**src/hdl/rv_isa_pkg.sv**
```systemverilog
package rv_isa_pkg;

    typedef logic [31:0] word_t;
    typedef logic [4:0]  reg_addr_t;

    // major opcodes of the supported subset
    typedef enum logic [6:0] {
        OPC_OP     = 7'b0110011,
        OPC_OP_IMM = 7'b0010011,
        OPC_LUI    = 7'b0110111,
        OPC_JAL    = 7'b1101111
    } opcode_e;

    typedef enum logic [3:0] {
        ALU_ADD    = 4'd0,
        ALU_SUB    = 4'd1,
        ALU_AND    = 4'd2,
        ALU_OR     = 4'd3,
        ALU_XOR    = 4'd4,
        ALU_SLT    = 4'd5,
        ALU_SLL    = 4'd6,
        ALU_SRL    = 4'd7,
        ALU_PASS_B = 4'd8
    } alu_op_e;

    // funct3 codes, shared by OP and OP_IMM
    localparam logic [2:0] F3_ADD_SUB = 3'b000;
    localparam logic [2:0] F3_SLL     = 3'b001;
    localparam logic [2:0] F3_SLT     = 3'b010;
    localparam logic [2:0] F3_XOR     = 3'b100;
    localparam logic [2:0] F3_SRL     = 3'b101;
    localparam logic [2:0] F3_OR      = 3'b110;
    localparam logic [2:0] F3_AND     = 3'b111;

    // funct7, alt selects SUB
    localparam logic [6:0] F7_BASE = 7'b0000000;
    localparam logic [6:0] F7_ALT  = 7'b0100000;

endpackage
```
**src/hdl/core_pipe_pkg.sv**
```systemverilog
package core_pipe_pkg;

    import rv_isa_pkg::*;

    // fetch -> decode
    typedef struct packed {
        logic  valid;
        word_t pc;
        word_t inst;
    } if_id_t;

    // decode -> execute
    typedef struct packed {
        logic      valid;
        word_t     op_a;
        word_t     op_b;
        alu_op_e   alu_op;
        logic      we;
        reg_addr_t rd;
        word_t     pc;
    } id_ex_t;

    // execute -> memory -> write-back
    typedef struct packed {
        logic      valid;
        word_t     value;
        logic      we;
        reg_addr_t rd;
        word_t     pc;
    } ex_wb_t;

    // one retired instruction per cycle
    typedef struct packed {
        logic      valid;
        logic      we;
        reg_addr_t rd;
        word_t     value;
        word_t     pc;
    } retire_t;

endpackage

```
**src/hdl/core.sv**
```systemverilog
module core #(
    parameter rv_isa_pkg::word_t RESET_PC = 32'h0000_0000
) (
    input  logic                   clk,
    input  logic                   rst_n_i,
    input  rv_isa_pkg::word_t      inst_i,
    output rv_isa_pkg::word_t      rom_addr_o,
    output logic                   rom_en_o,
    output core_pipe_pkg::retire_t retire_o
);

    import rv_isa_pkg::*;
    import core_pipe_pkg::*;

    // fetch
    word_t     pc;
    logic      fetch_en;
    logic      redirect;
    word_t     target;
    if_id_t    if_id_d;
    if_id_t    if_id_q;
    logic      if_valid;

    // decode and register file
    reg_addr_t rs1_addr;
    reg_addr_t rs2_addr;
    word_t     rs1_data;
    word_t     rs2_data;
    id_ex_t    id_ex_d;
    id_ex_t    id_ex_q;
    logic      id_valid;
    logic      ex_valid;

    // execute, memory, write-back
    ex_wb_t    ex_wb;
    ex_wb_t    mem_q;
    logic      mem_valid;
    ex_wb_t    wb_q;
    logic      wb_valid;

    assign rom_addr_o = pc;
    assign rom_en_o   = fetch_en;
    assign if_id_d    = '{valid: fetch_en, pc: pc, inst: inst_i};

    ifu #(.RESET_PC(RESET_PC)) u1_ifu (
        .clk(clk), .rst_n_i(rst_n_i),
        .redirect_i(redirect), .target_i(target),
        .pc_o(pc), .fetch_en_o(fetch_en)
    );

    // flushed slot behind a JAL
    pipe_reg #(.T(if_id_t)) u1_if_id (
        .clk(clk), .rst_n_i(rst_n_i), .flush_i(redirect),
        .d_i(if_id_d), .valid_i(fetch_en), .q_o(if_id_q), .valid_o(if_valid)
    );

    id_ctrl u2_id_ctrl (
        .if_id_i(if_id_q), .if_valid_i(if_valid),
        .rs1_addr_o(rs1_addr), .rs2_addr_o(rs2_addr),
        .rs1_data_i(rs1_data), .rs2_data_i(rs2_data),
        .ex_fwd_i(ex_wb), .mem_fwd_i(mem_q),
        .id_ex_o(id_ex_d), .id_valid_o(id_valid),
        .redirect_o(redirect), .target_o(target)
    );

    pipe_reg #(.T(id_ex_t)) u2_id_ex (
        .clk(clk), .rst_n_i(rst_n_i), .flush_i(1'b0),
        .d_i(id_ex_d), .valid_i(id_valid), .q_o(id_ex_q), .valid_o(ex_valid)
    );

    alu u3_alu (.id_ex_i(id_ex_q), .ex_wb_o(ex_wb));

    pipe_reg #(.T(ex_wb_t)) u3_ex_mem (
        .clk(clk), .rst_n_i(rst_n_i), .flush_i(1'b0),
        .d_i(ex_wb), .valid_i(ex_valid), .q_o(mem_q), .valid_o(mem_valid)
    );

    pipe_reg #(.T(ex_wb_t)) u4_mem_wb (
        .clk(clk), .rst_n_i(rst_n_i), .flush_i(1'b0),
        .d_i(mem_q), .valid_i(mem_valid), .q_o(wb_q), .valid_o(wb_valid)
    );

    regs u0_regs (
        .clk(clk), .rst_n_i(rst_n_i),
        .wr_en_i(wb_valid && wb_q.we), .wr_addr_i(wb_q.rd), .wr_data_i(wb_q.value),
        .rd_addr1_i(rs1_addr), .rd_addr2_i(rs2_addr),
        .rd_data1_o(rs1_data), .rd_data2_o(rs2_data)
    );

    assign retire_o = '{valid: wb_valid,
                        we:    wb_q.we,
                        rd:    wb_q.rd,
                        value: wb_q.value,
                        pc:    wb_q.pc};

endmodule

```
**src/hdl/alu.sv**
```systemverilog
module alu (
    input  core_pipe_pkg::id_ex_t id_ex_i,
    output core_pipe_pkg::ex_wb_t ex_wb_o
);

    import rv_isa_pkg::*;
    import core_pipe_pkg::*;

    word_t      a;
    word_t      b;
    logic [4:0] shamt;
    word_t      result;

    assign a     = id_ex_i.op_a;
    assign b     = id_ex_i.op_b;
    assign shamt = b[4:0];

    always_comb begin
        case (id_ex_i.alu_op)
            ALU_ADD: begin
                result = a + b;
            end
            ALU_SUB: begin
                result = a - b;
            end
            ALU_AND: begin
                result = a & b;
            end
            ALU_OR: begin
                result = a | b;
            end
            ALU_XOR: begin
                result = a ^ b;
            end
            ALU_SLT: begin
                // signed compare
                result = {31'b0, $signed(a) < $signed(b)};
            end
            ALU_SLL: begin
                result = a << shamt;
            end
            ALU_SRL: begin
                result = a >> shamt;
            end
            ALU_PASS_B: begin
                result = b;
            end
            default: begin
                result = '0;
            end
        endcase
    end

    assign ex_wb_o = '{valid: id_ex_i.valid,
                       value: result,
                       we:    id_ex_i.we,
                       rd:    id_ex_i.rd,
                       pc:    id_ex_i.pc};

endmodule

```
**src/hdl/regs.sv**
```systemverilog
module regs (
    input  logic                  clk,
    input  logic                  rst_n_i,
    input  logic                  wr_en_i,
    input  rv_isa_pkg::reg_addr_t wr_addr_i,
    input  rv_isa_pkg::word_t     wr_data_i,
    input  rv_isa_pkg::reg_addr_t rd_addr1_i,
    input  rv_isa_pkg::reg_addr_t rd_addr2_i,
    output rv_isa_pkg::word_t     rd_data1_o,
    output rv_isa_pkg::word_t     rd_data2_o
);

    import rv_isa_pkg::*;

    word_t rf [1:31];

    always_ff @(posedge clk) begin
        if (!rst_n_i) begin
            for (int i = 1; i < 32; i++) begin
                rf[i] <= '0;
            end
        end else if (wr_en_i && wr_addr_i != '0) begin
            rf[wr_addr_i] <= wr_data_i;
        end
    end

    // x0 reads zero, same-cycle write passes straight through
    function automatic word_t read_port(reg_addr_t addr);
        if (addr == '0) begin
            return '0;
        end
        if (wr_en_i && wr_addr_i == addr) begin
            return wr_data_i;
        end
        return rf[addr];
    endfunction

    assign rd_data1_o = read_port(rd_addr1_i);
    assign rd_data2_o = read_port(rd_addr2_i);

endmodule

```
**src/hdl/id_ctrl.sv**
```systemverilog
module id_ctrl (
    input  core_pipe_pkg::if_id_t if_id_i,
    input  logic                  if_valid_i,
    output rv_isa_pkg::reg_addr_t rs1_addr_o,
    output rv_isa_pkg::reg_addr_t rs2_addr_o,
    input  rv_isa_pkg::word_t     rs1_data_i,
    input  rv_isa_pkg::word_t     rs2_data_i,
    input  core_pipe_pkg::ex_wb_t ex_fwd_i,
    input  core_pipe_pkg::ex_wb_t mem_fwd_i,
    output core_pipe_pkg::id_ex_t id_ex_o,
    output logic                  id_valid_o,
    output logic                  redirect_o,
    output rv_isa_pkg::word_t     target_o
);

    import rv_isa_pkg::*;
    import core_pipe_pkg::*;

    word_t      inst;
    opcode_e    opcode;
    logic [2:0] funct3;
    logic [6:0] funct7;
    reg_addr_t  rd;
    word_t      imm_i;
    word_t      imm_u;
    word_t      imm_j;
    word_t      rs1_val;
    word_t      rs2_val;
    word_t      op_a;
    word_t      op_b;
    alu_op_e    alu_op;
    logic       legal;
    logic       is_jal;
    logic       f7_base;

    // nearest producer wins
    function automatic word_t bypass(reg_addr_t addr, word_t rf_data,
                                     ex_wb_t ex_s, ex_wb_t mem_s);
        if (ex_s.valid && ex_s.we && ex_s.rd != '0 && ex_s.rd == addr) begin
            return ex_s.value;
        end
        if (mem_s.valid && mem_s.we && mem_s.rd != '0 && mem_s.rd == addr) begin
            return mem_s.value;
        end
        return rf_data;
    endfunction

    assign inst    = if_id_i.inst;
    assign opcode  = opcode_e'(inst[6:0]);
    assign rd      = inst[11:7];
    assign funct3  = inst[14:12];
    assign funct7  = inst[31:25];
    assign f7_base = (funct7 == F7_BASE);

    assign rs1_addr_o = inst[19:15];
    assign rs2_addr_o = inst[24:20];

    assign imm_i = {{20{inst[31]}}, inst[31:20]};
    assign imm_u = {inst[31:12], 12'b0};
    assign imm_j = {{12{inst[31]}}, inst[19:12], inst[20], inst[30:21], 1'b0};

    assign rs1_val = bypass(rs1_addr_o, rs1_data_i, ex_fwd_i, mem_fwd_i);
    assign rs2_val = bypass(rs2_addr_o, rs2_data_i, ex_fwd_i, mem_fwd_i);

    always_comb begin
        alu_op = ALU_ADD;
        legal  = 1'b0;
        is_jal = 1'b0;
        op_a   = rs1_val;
        op_b   = rs2_val;
        case (opcode)
            OPC_OP: begin
                legal = f7_base;
                case (funct3)
                    F3_ADD_SUB: begin
                        legal  = f7_base || (funct7 == F7_ALT);
                        alu_op = funct7[5] ? ALU_SUB : ALU_ADD;
                    end
                    F3_SLL:  alu_op = ALU_SLL;
                    F3_SLT:  alu_op = ALU_SLT;
                    F3_XOR:  alu_op = ALU_XOR;
                    F3_SRL:  alu_op = ALU_SRL;
                    F3_OR:   alu_op = ALU_OR;
                    F3_AND:  alu_op = ALU_AND;
                    default: legal  = 1'b0;
                endcase
            end
            OPC_OP_IMM: begin
                op_b  = imm_i;
                legal = 1'b1;
                case (funct3)
                    F3_ADD_SUB: alu_op = ALU_ADD;
                    F3_SLT:     alu_op = ALU_SLT;
                    F3_XOR:     alu_op = ALU_XOR;
                    F3_OR:      alu_op = ALU_OR;
                    F3_AND:     alu_op = ALU_AND;
                    default:    legal  = 1'b0;
                endcase
            end
            OPC_LUI: begin
                op_b   = imm_u;
                alu_op = ALU_PASS_B;
                legal  = 1'b1;
            end
            OPC_JAL: begin
                // link value pc + 4
                op_a   = if_id_i.pc;
                op_b   = 32'd4;
                is_jal = 1'b1;
                legal  = 1'b1;
            end
            default: legal = 1'b0;
        endcase
    end

    // illegal encodings still retire, just without a write
    assign id_ex_o = '{valid:  if_valid_i,
                       op_a:   op_a,
                       op_b:   op_b,
                       alu_op: alu_op,
                       we:     if_valid_i && legal && (rd != '0),
                       rd:     rd,
                       pc:     if_id_i.pc};

    assign id_valid_o = if_valid_i;
    assign redirect_o = if_valid_i && is_jal;
    assign target_o   = if_id_i.pc + imm_j;

endmodule

```
**src/hdl/ifu.sv**
```systemverilog
module ifu #(
    parameter rv_isa_pkg::word_t RESET_PC = 32'h0000_0000
) (
    input  logic              clk,
    input  logic              rst_n_i,
    input  logic              redirect_i,
    input  rv_isa_pkg::word_t target_i,
    output rv_isa_pkg::word_t pc_o,
    output logic              fetch_en_o
);

    import rv_isa_pkg::*;

    word_t pc_q;
    logic  fetch_en_q;

    // fetch starts the first cycle out of reset
    always_ff @(posedge clk) begin
        if (!rst_n_i) begin
            fetch_en_q <= 1'b0;
        end else begin
            fetch_en_q <= 1'b1;
        end
    end

    always_ff @(posedge clk) begin
        if (!rst_n_i) begin
            pc_q <= RESET_PC;
        end else if (redirect_i) begin
            pc_q <= target_i;
        end else if (fetch_en_q) begin
            pc_q <= pc_q + 32'd4;
        end
    end

    assign pc_o       = pc_q;
    assign fetch_en_o = fetch_en_q;

endmodule

```
**src/hdl/pipe_reg.sv**
```systemverilog
module pipe_reg #(
    parameter type T = core_pipe_pkg::ex_wb_t
) (
    input  logic clk,
    input  logic rst_n_i,
    input  logic flush_i,
    input  T     d_i,
    input  logic valid_i,
    output T     q_o,
    output logic valid_o
);

    T     data_q;
    logic valid_q;

    always_ff @(posedge clk) begin
        data_q <= d_i;
    end

    always_ff @(posedge clk) begin
        if (!rst_n_i || flush_i) begin
            valid_q <= 1'b0;
        end else begin
            valid_q <= valid_i;
        end
    end

    // payload valid follows the stage valid
    always_comb begin
        q_o       = data_q;
        q_o.valid = valid_q;
    end

    assign valid_o = valid_q;

endmodule

```
**config.mk**
```make
export PLATFORM = sky130hd
export DESIGN_NAME = core
export DESIGN_NICKNAME = d
export VERILOG_FILES = /design/src/hdl/rv_isa_pkg.sv /design/src/hdl/core_pipe_pkg.sv /design/src/hdl/core.sv /design/src/hdl/alu.sv /design/src/hdl/regs.sv /design/src/hdl/id_ctrl.sv /design/src/hdl/ifu.sv /design/src/hdl/pipe_reg.sv
export SDC_FILE = /design/constraint.sdc
export NUM_CORES = 2
export LEC_CHECK = 0
export BUFFER_PORTS_ARGS = -buffer_cell sky130_fd_sc_hd__buf_4
export CORE_ASPECT_RATIO = 1.5
export CORE_MARGIN = 2
export CORE_UTILIZATION = 35
export DETAILED_ROUTE_END_ITERATION = 10
export GPL_ROUTABILITY_DRIVEN = 0
export GPL_TIMING_DRIVEN = 1
export PLACE_DENSITY_LB_ADDON = 0.12
export SYNTH_ARGS = -nofsm -noshare
export SYNTH_HDL_FRONTEND = slang
export SYNTH_HIERARCHICAL = 1
export SYNTH_SLANG_ARGS = --single-unit
```
**constraint.sdc**
```tcl
create_clock -name clk -period 4.7 [get_ports clk]
set_input_delay 0.94 -clock clk [delete_from_list [all_inputs] [get_ports clk]]
set_output_delay 0.94 -clock clk [all_outputs]
set_load 0.1 [all_outputs]
```
==> impl_metrics.toml <==
[global_route]
grt-ovfl-total = 0
grt_max_degree = 65
antenna_found_initial = 26
first_global_vias = 56100
grtUsageTotal_pct = 29.3
grt_pass1_wl_um = 457000

[cells_and_area]
fin_util_pct = 39.6
areaGrowthSynthToFinish_pct = 12.6
fin_area_um2 = 86100
final_nets = 6475
layout-drive-gt1-share_pct = 19.2
mostFrequentLayoutCell = "edfxtp_1"
final_cell_mix = "edfxtp_1 (1024), and2_1 (1002), mux2i_1 (446)"

[clock_tree]
cts_buffers = 151
clkTransAtPathRegs_ns = 0.07
postCtsSetupBuffers = 0
clockBufferDepth = 4
cts_tree = "done"
htree_levels = 4
ctsHoldBuffers = 0
clkLatencyLatePin_ns = 0.81
cts_sinks = 1371
clock-root-buffer = "clkbuf_16"

[timing]
worst_pin_slew_ns = 1.24
maxSlewViolCount = 0
rsz0062_at_grt = "false"
tns_ns = 0
hold_viol_final = 0
fin_worst_skew_ns = 0.0429
setup_viol_count_final = 0
fmax_mhz = 218
slew_headroom_pct = 17.4
whs_ns = 0.230
period_share_pct = 97.4
period_minus_slack_ns = 4.58

[status]
status = "complete, but fails checks"
violations = "DRC"

[route]
via_count = 56800
wl_per_cell_um = 35.6
drt_iter0_drc = 6591
antenna_left = 0
drc_errors = 1
vias_per_cell = 6.11
routed_wirelength_um = 331000
first_pass_iters = 9

[floorplanning]
ioPinCount = 138
dieArea_um2 = 222000
rows = 210
fp.dieH_um = 576
core_um2 = 218000
die_x_um = 386
start_util_pct = 35.1

[setup_path]
critPathArrivalTime_ns = 5.31
worst-path-max-fanout = 28
crit_required_ns = 5.43
path_class = "reg2reg"
end_kind = "register"
reg2reg_setup_slack_ns = 0.12
critPathLaunchType = "register"

[flow_run]
cap_violations = 0

[pwr]
p_leak_nw = 32.5
irDropWorstVdd_mv = 0.279
power_density_nw_per_um2 = 400

[placed_design]
dp_hpwl_um = 224000
dpl_cell_area_um2 = 81300
numPortBuffers = 137

[hold_path]
hold_class = "in2reg"

[yosys]
avgSynthCellArea_um2 = 12.0
synth_cells = 6350
yosysWarnings = 6
syn_area_um2 = 76500
final timing paths:
path | from | endpoint | cells past startpoint
min reg2reg | u2_id_ex/q_o[31] | u3_ex_mem/q_o[31] | 0
max reg2reg | u2_id_ex/q_o[42] | u2_id_ex/q_o[102] | 14
min | inst_i[2] | u1_if_id/q_o[2] | 1
max | u2_id_ex/q_o[42] | u2_id_ex/q_o[102] | 14
per-layer routing:
metal,wire (um),track usage (%)
met1,123000,34.9
met4,20700,16.0
met5,91,0
met3,22400,4.63
met2,165000,50.4
critical path, cell delays in order (launching register included):
cell and delay (ns):
dfxtp_4 0.47, ha_1 0.29, fa_1 0.41, or2_2 0.32, a221oi_2 0.32, o211ai_1 0.30, a21oi_1 0.46, o21ai_0 0.19
and3_1 0.29, o21ai_1 0.40, nand3_1 0.14, a22oi_1 0.43, buf_4 0.21, o21ai_0 0.08, o21ai_0 0.17
state kept, by name, summed over array words and instances (netlist names):
signal,cells
u0_regs/rf,1024
u1_if_id/q_o,64
u1_if_id/valid_o,1
u1_ifu/fetch_en_o,1
u1_ifu/pc_o,32
u2_id_ex/q_o,106
u2_id_ex/valid_o,1
u3_ex_mem/q_o,70
u3_ex_mem/valid_o,1
u4_mem_wb/q_o,70
u4_mem_wb/valid_o,1
through the flow:
step | worst slack, ns | total power, mW | cells
after floorplan | 0.0505 | 19.3 | 6383
after global placement | 0.246 | 22.6 | 9019
after detailed placement | 0.258 | 22.7 | 9019
after CTS | 0.216 | 34.4 | 9280
after global routing | 0.0356 | 35.4 | 9286
final | 0.121 | 34.4 | 9297
final cells by class:
cell class                      count  area (um2)
Multi-Input combinational cell   4232       35800
Tap cell                         2862        3580
Clock buffer                      195        4190
Clock inverter                     66         536
Fill cell                       20700      131000
Antenna cell                       17        42.5
Sequential cell                  1371       37700
Timing Repair Buffer              444        3800
Inverter                          110         413
where the power goes:
part           internal [mW]  total [mW]  switching, mW
sequential              13.7        14.8           1.05
clock                   6.69        11.8           5.14
combinational           2.29        7.81           5.52
repair_timing:
action                     CTS  global route
gates resized for setup      0             1
hold endpoints to repair     0             0
setup endpoints to repair    0             3
(Power assumes the default switching activity.)
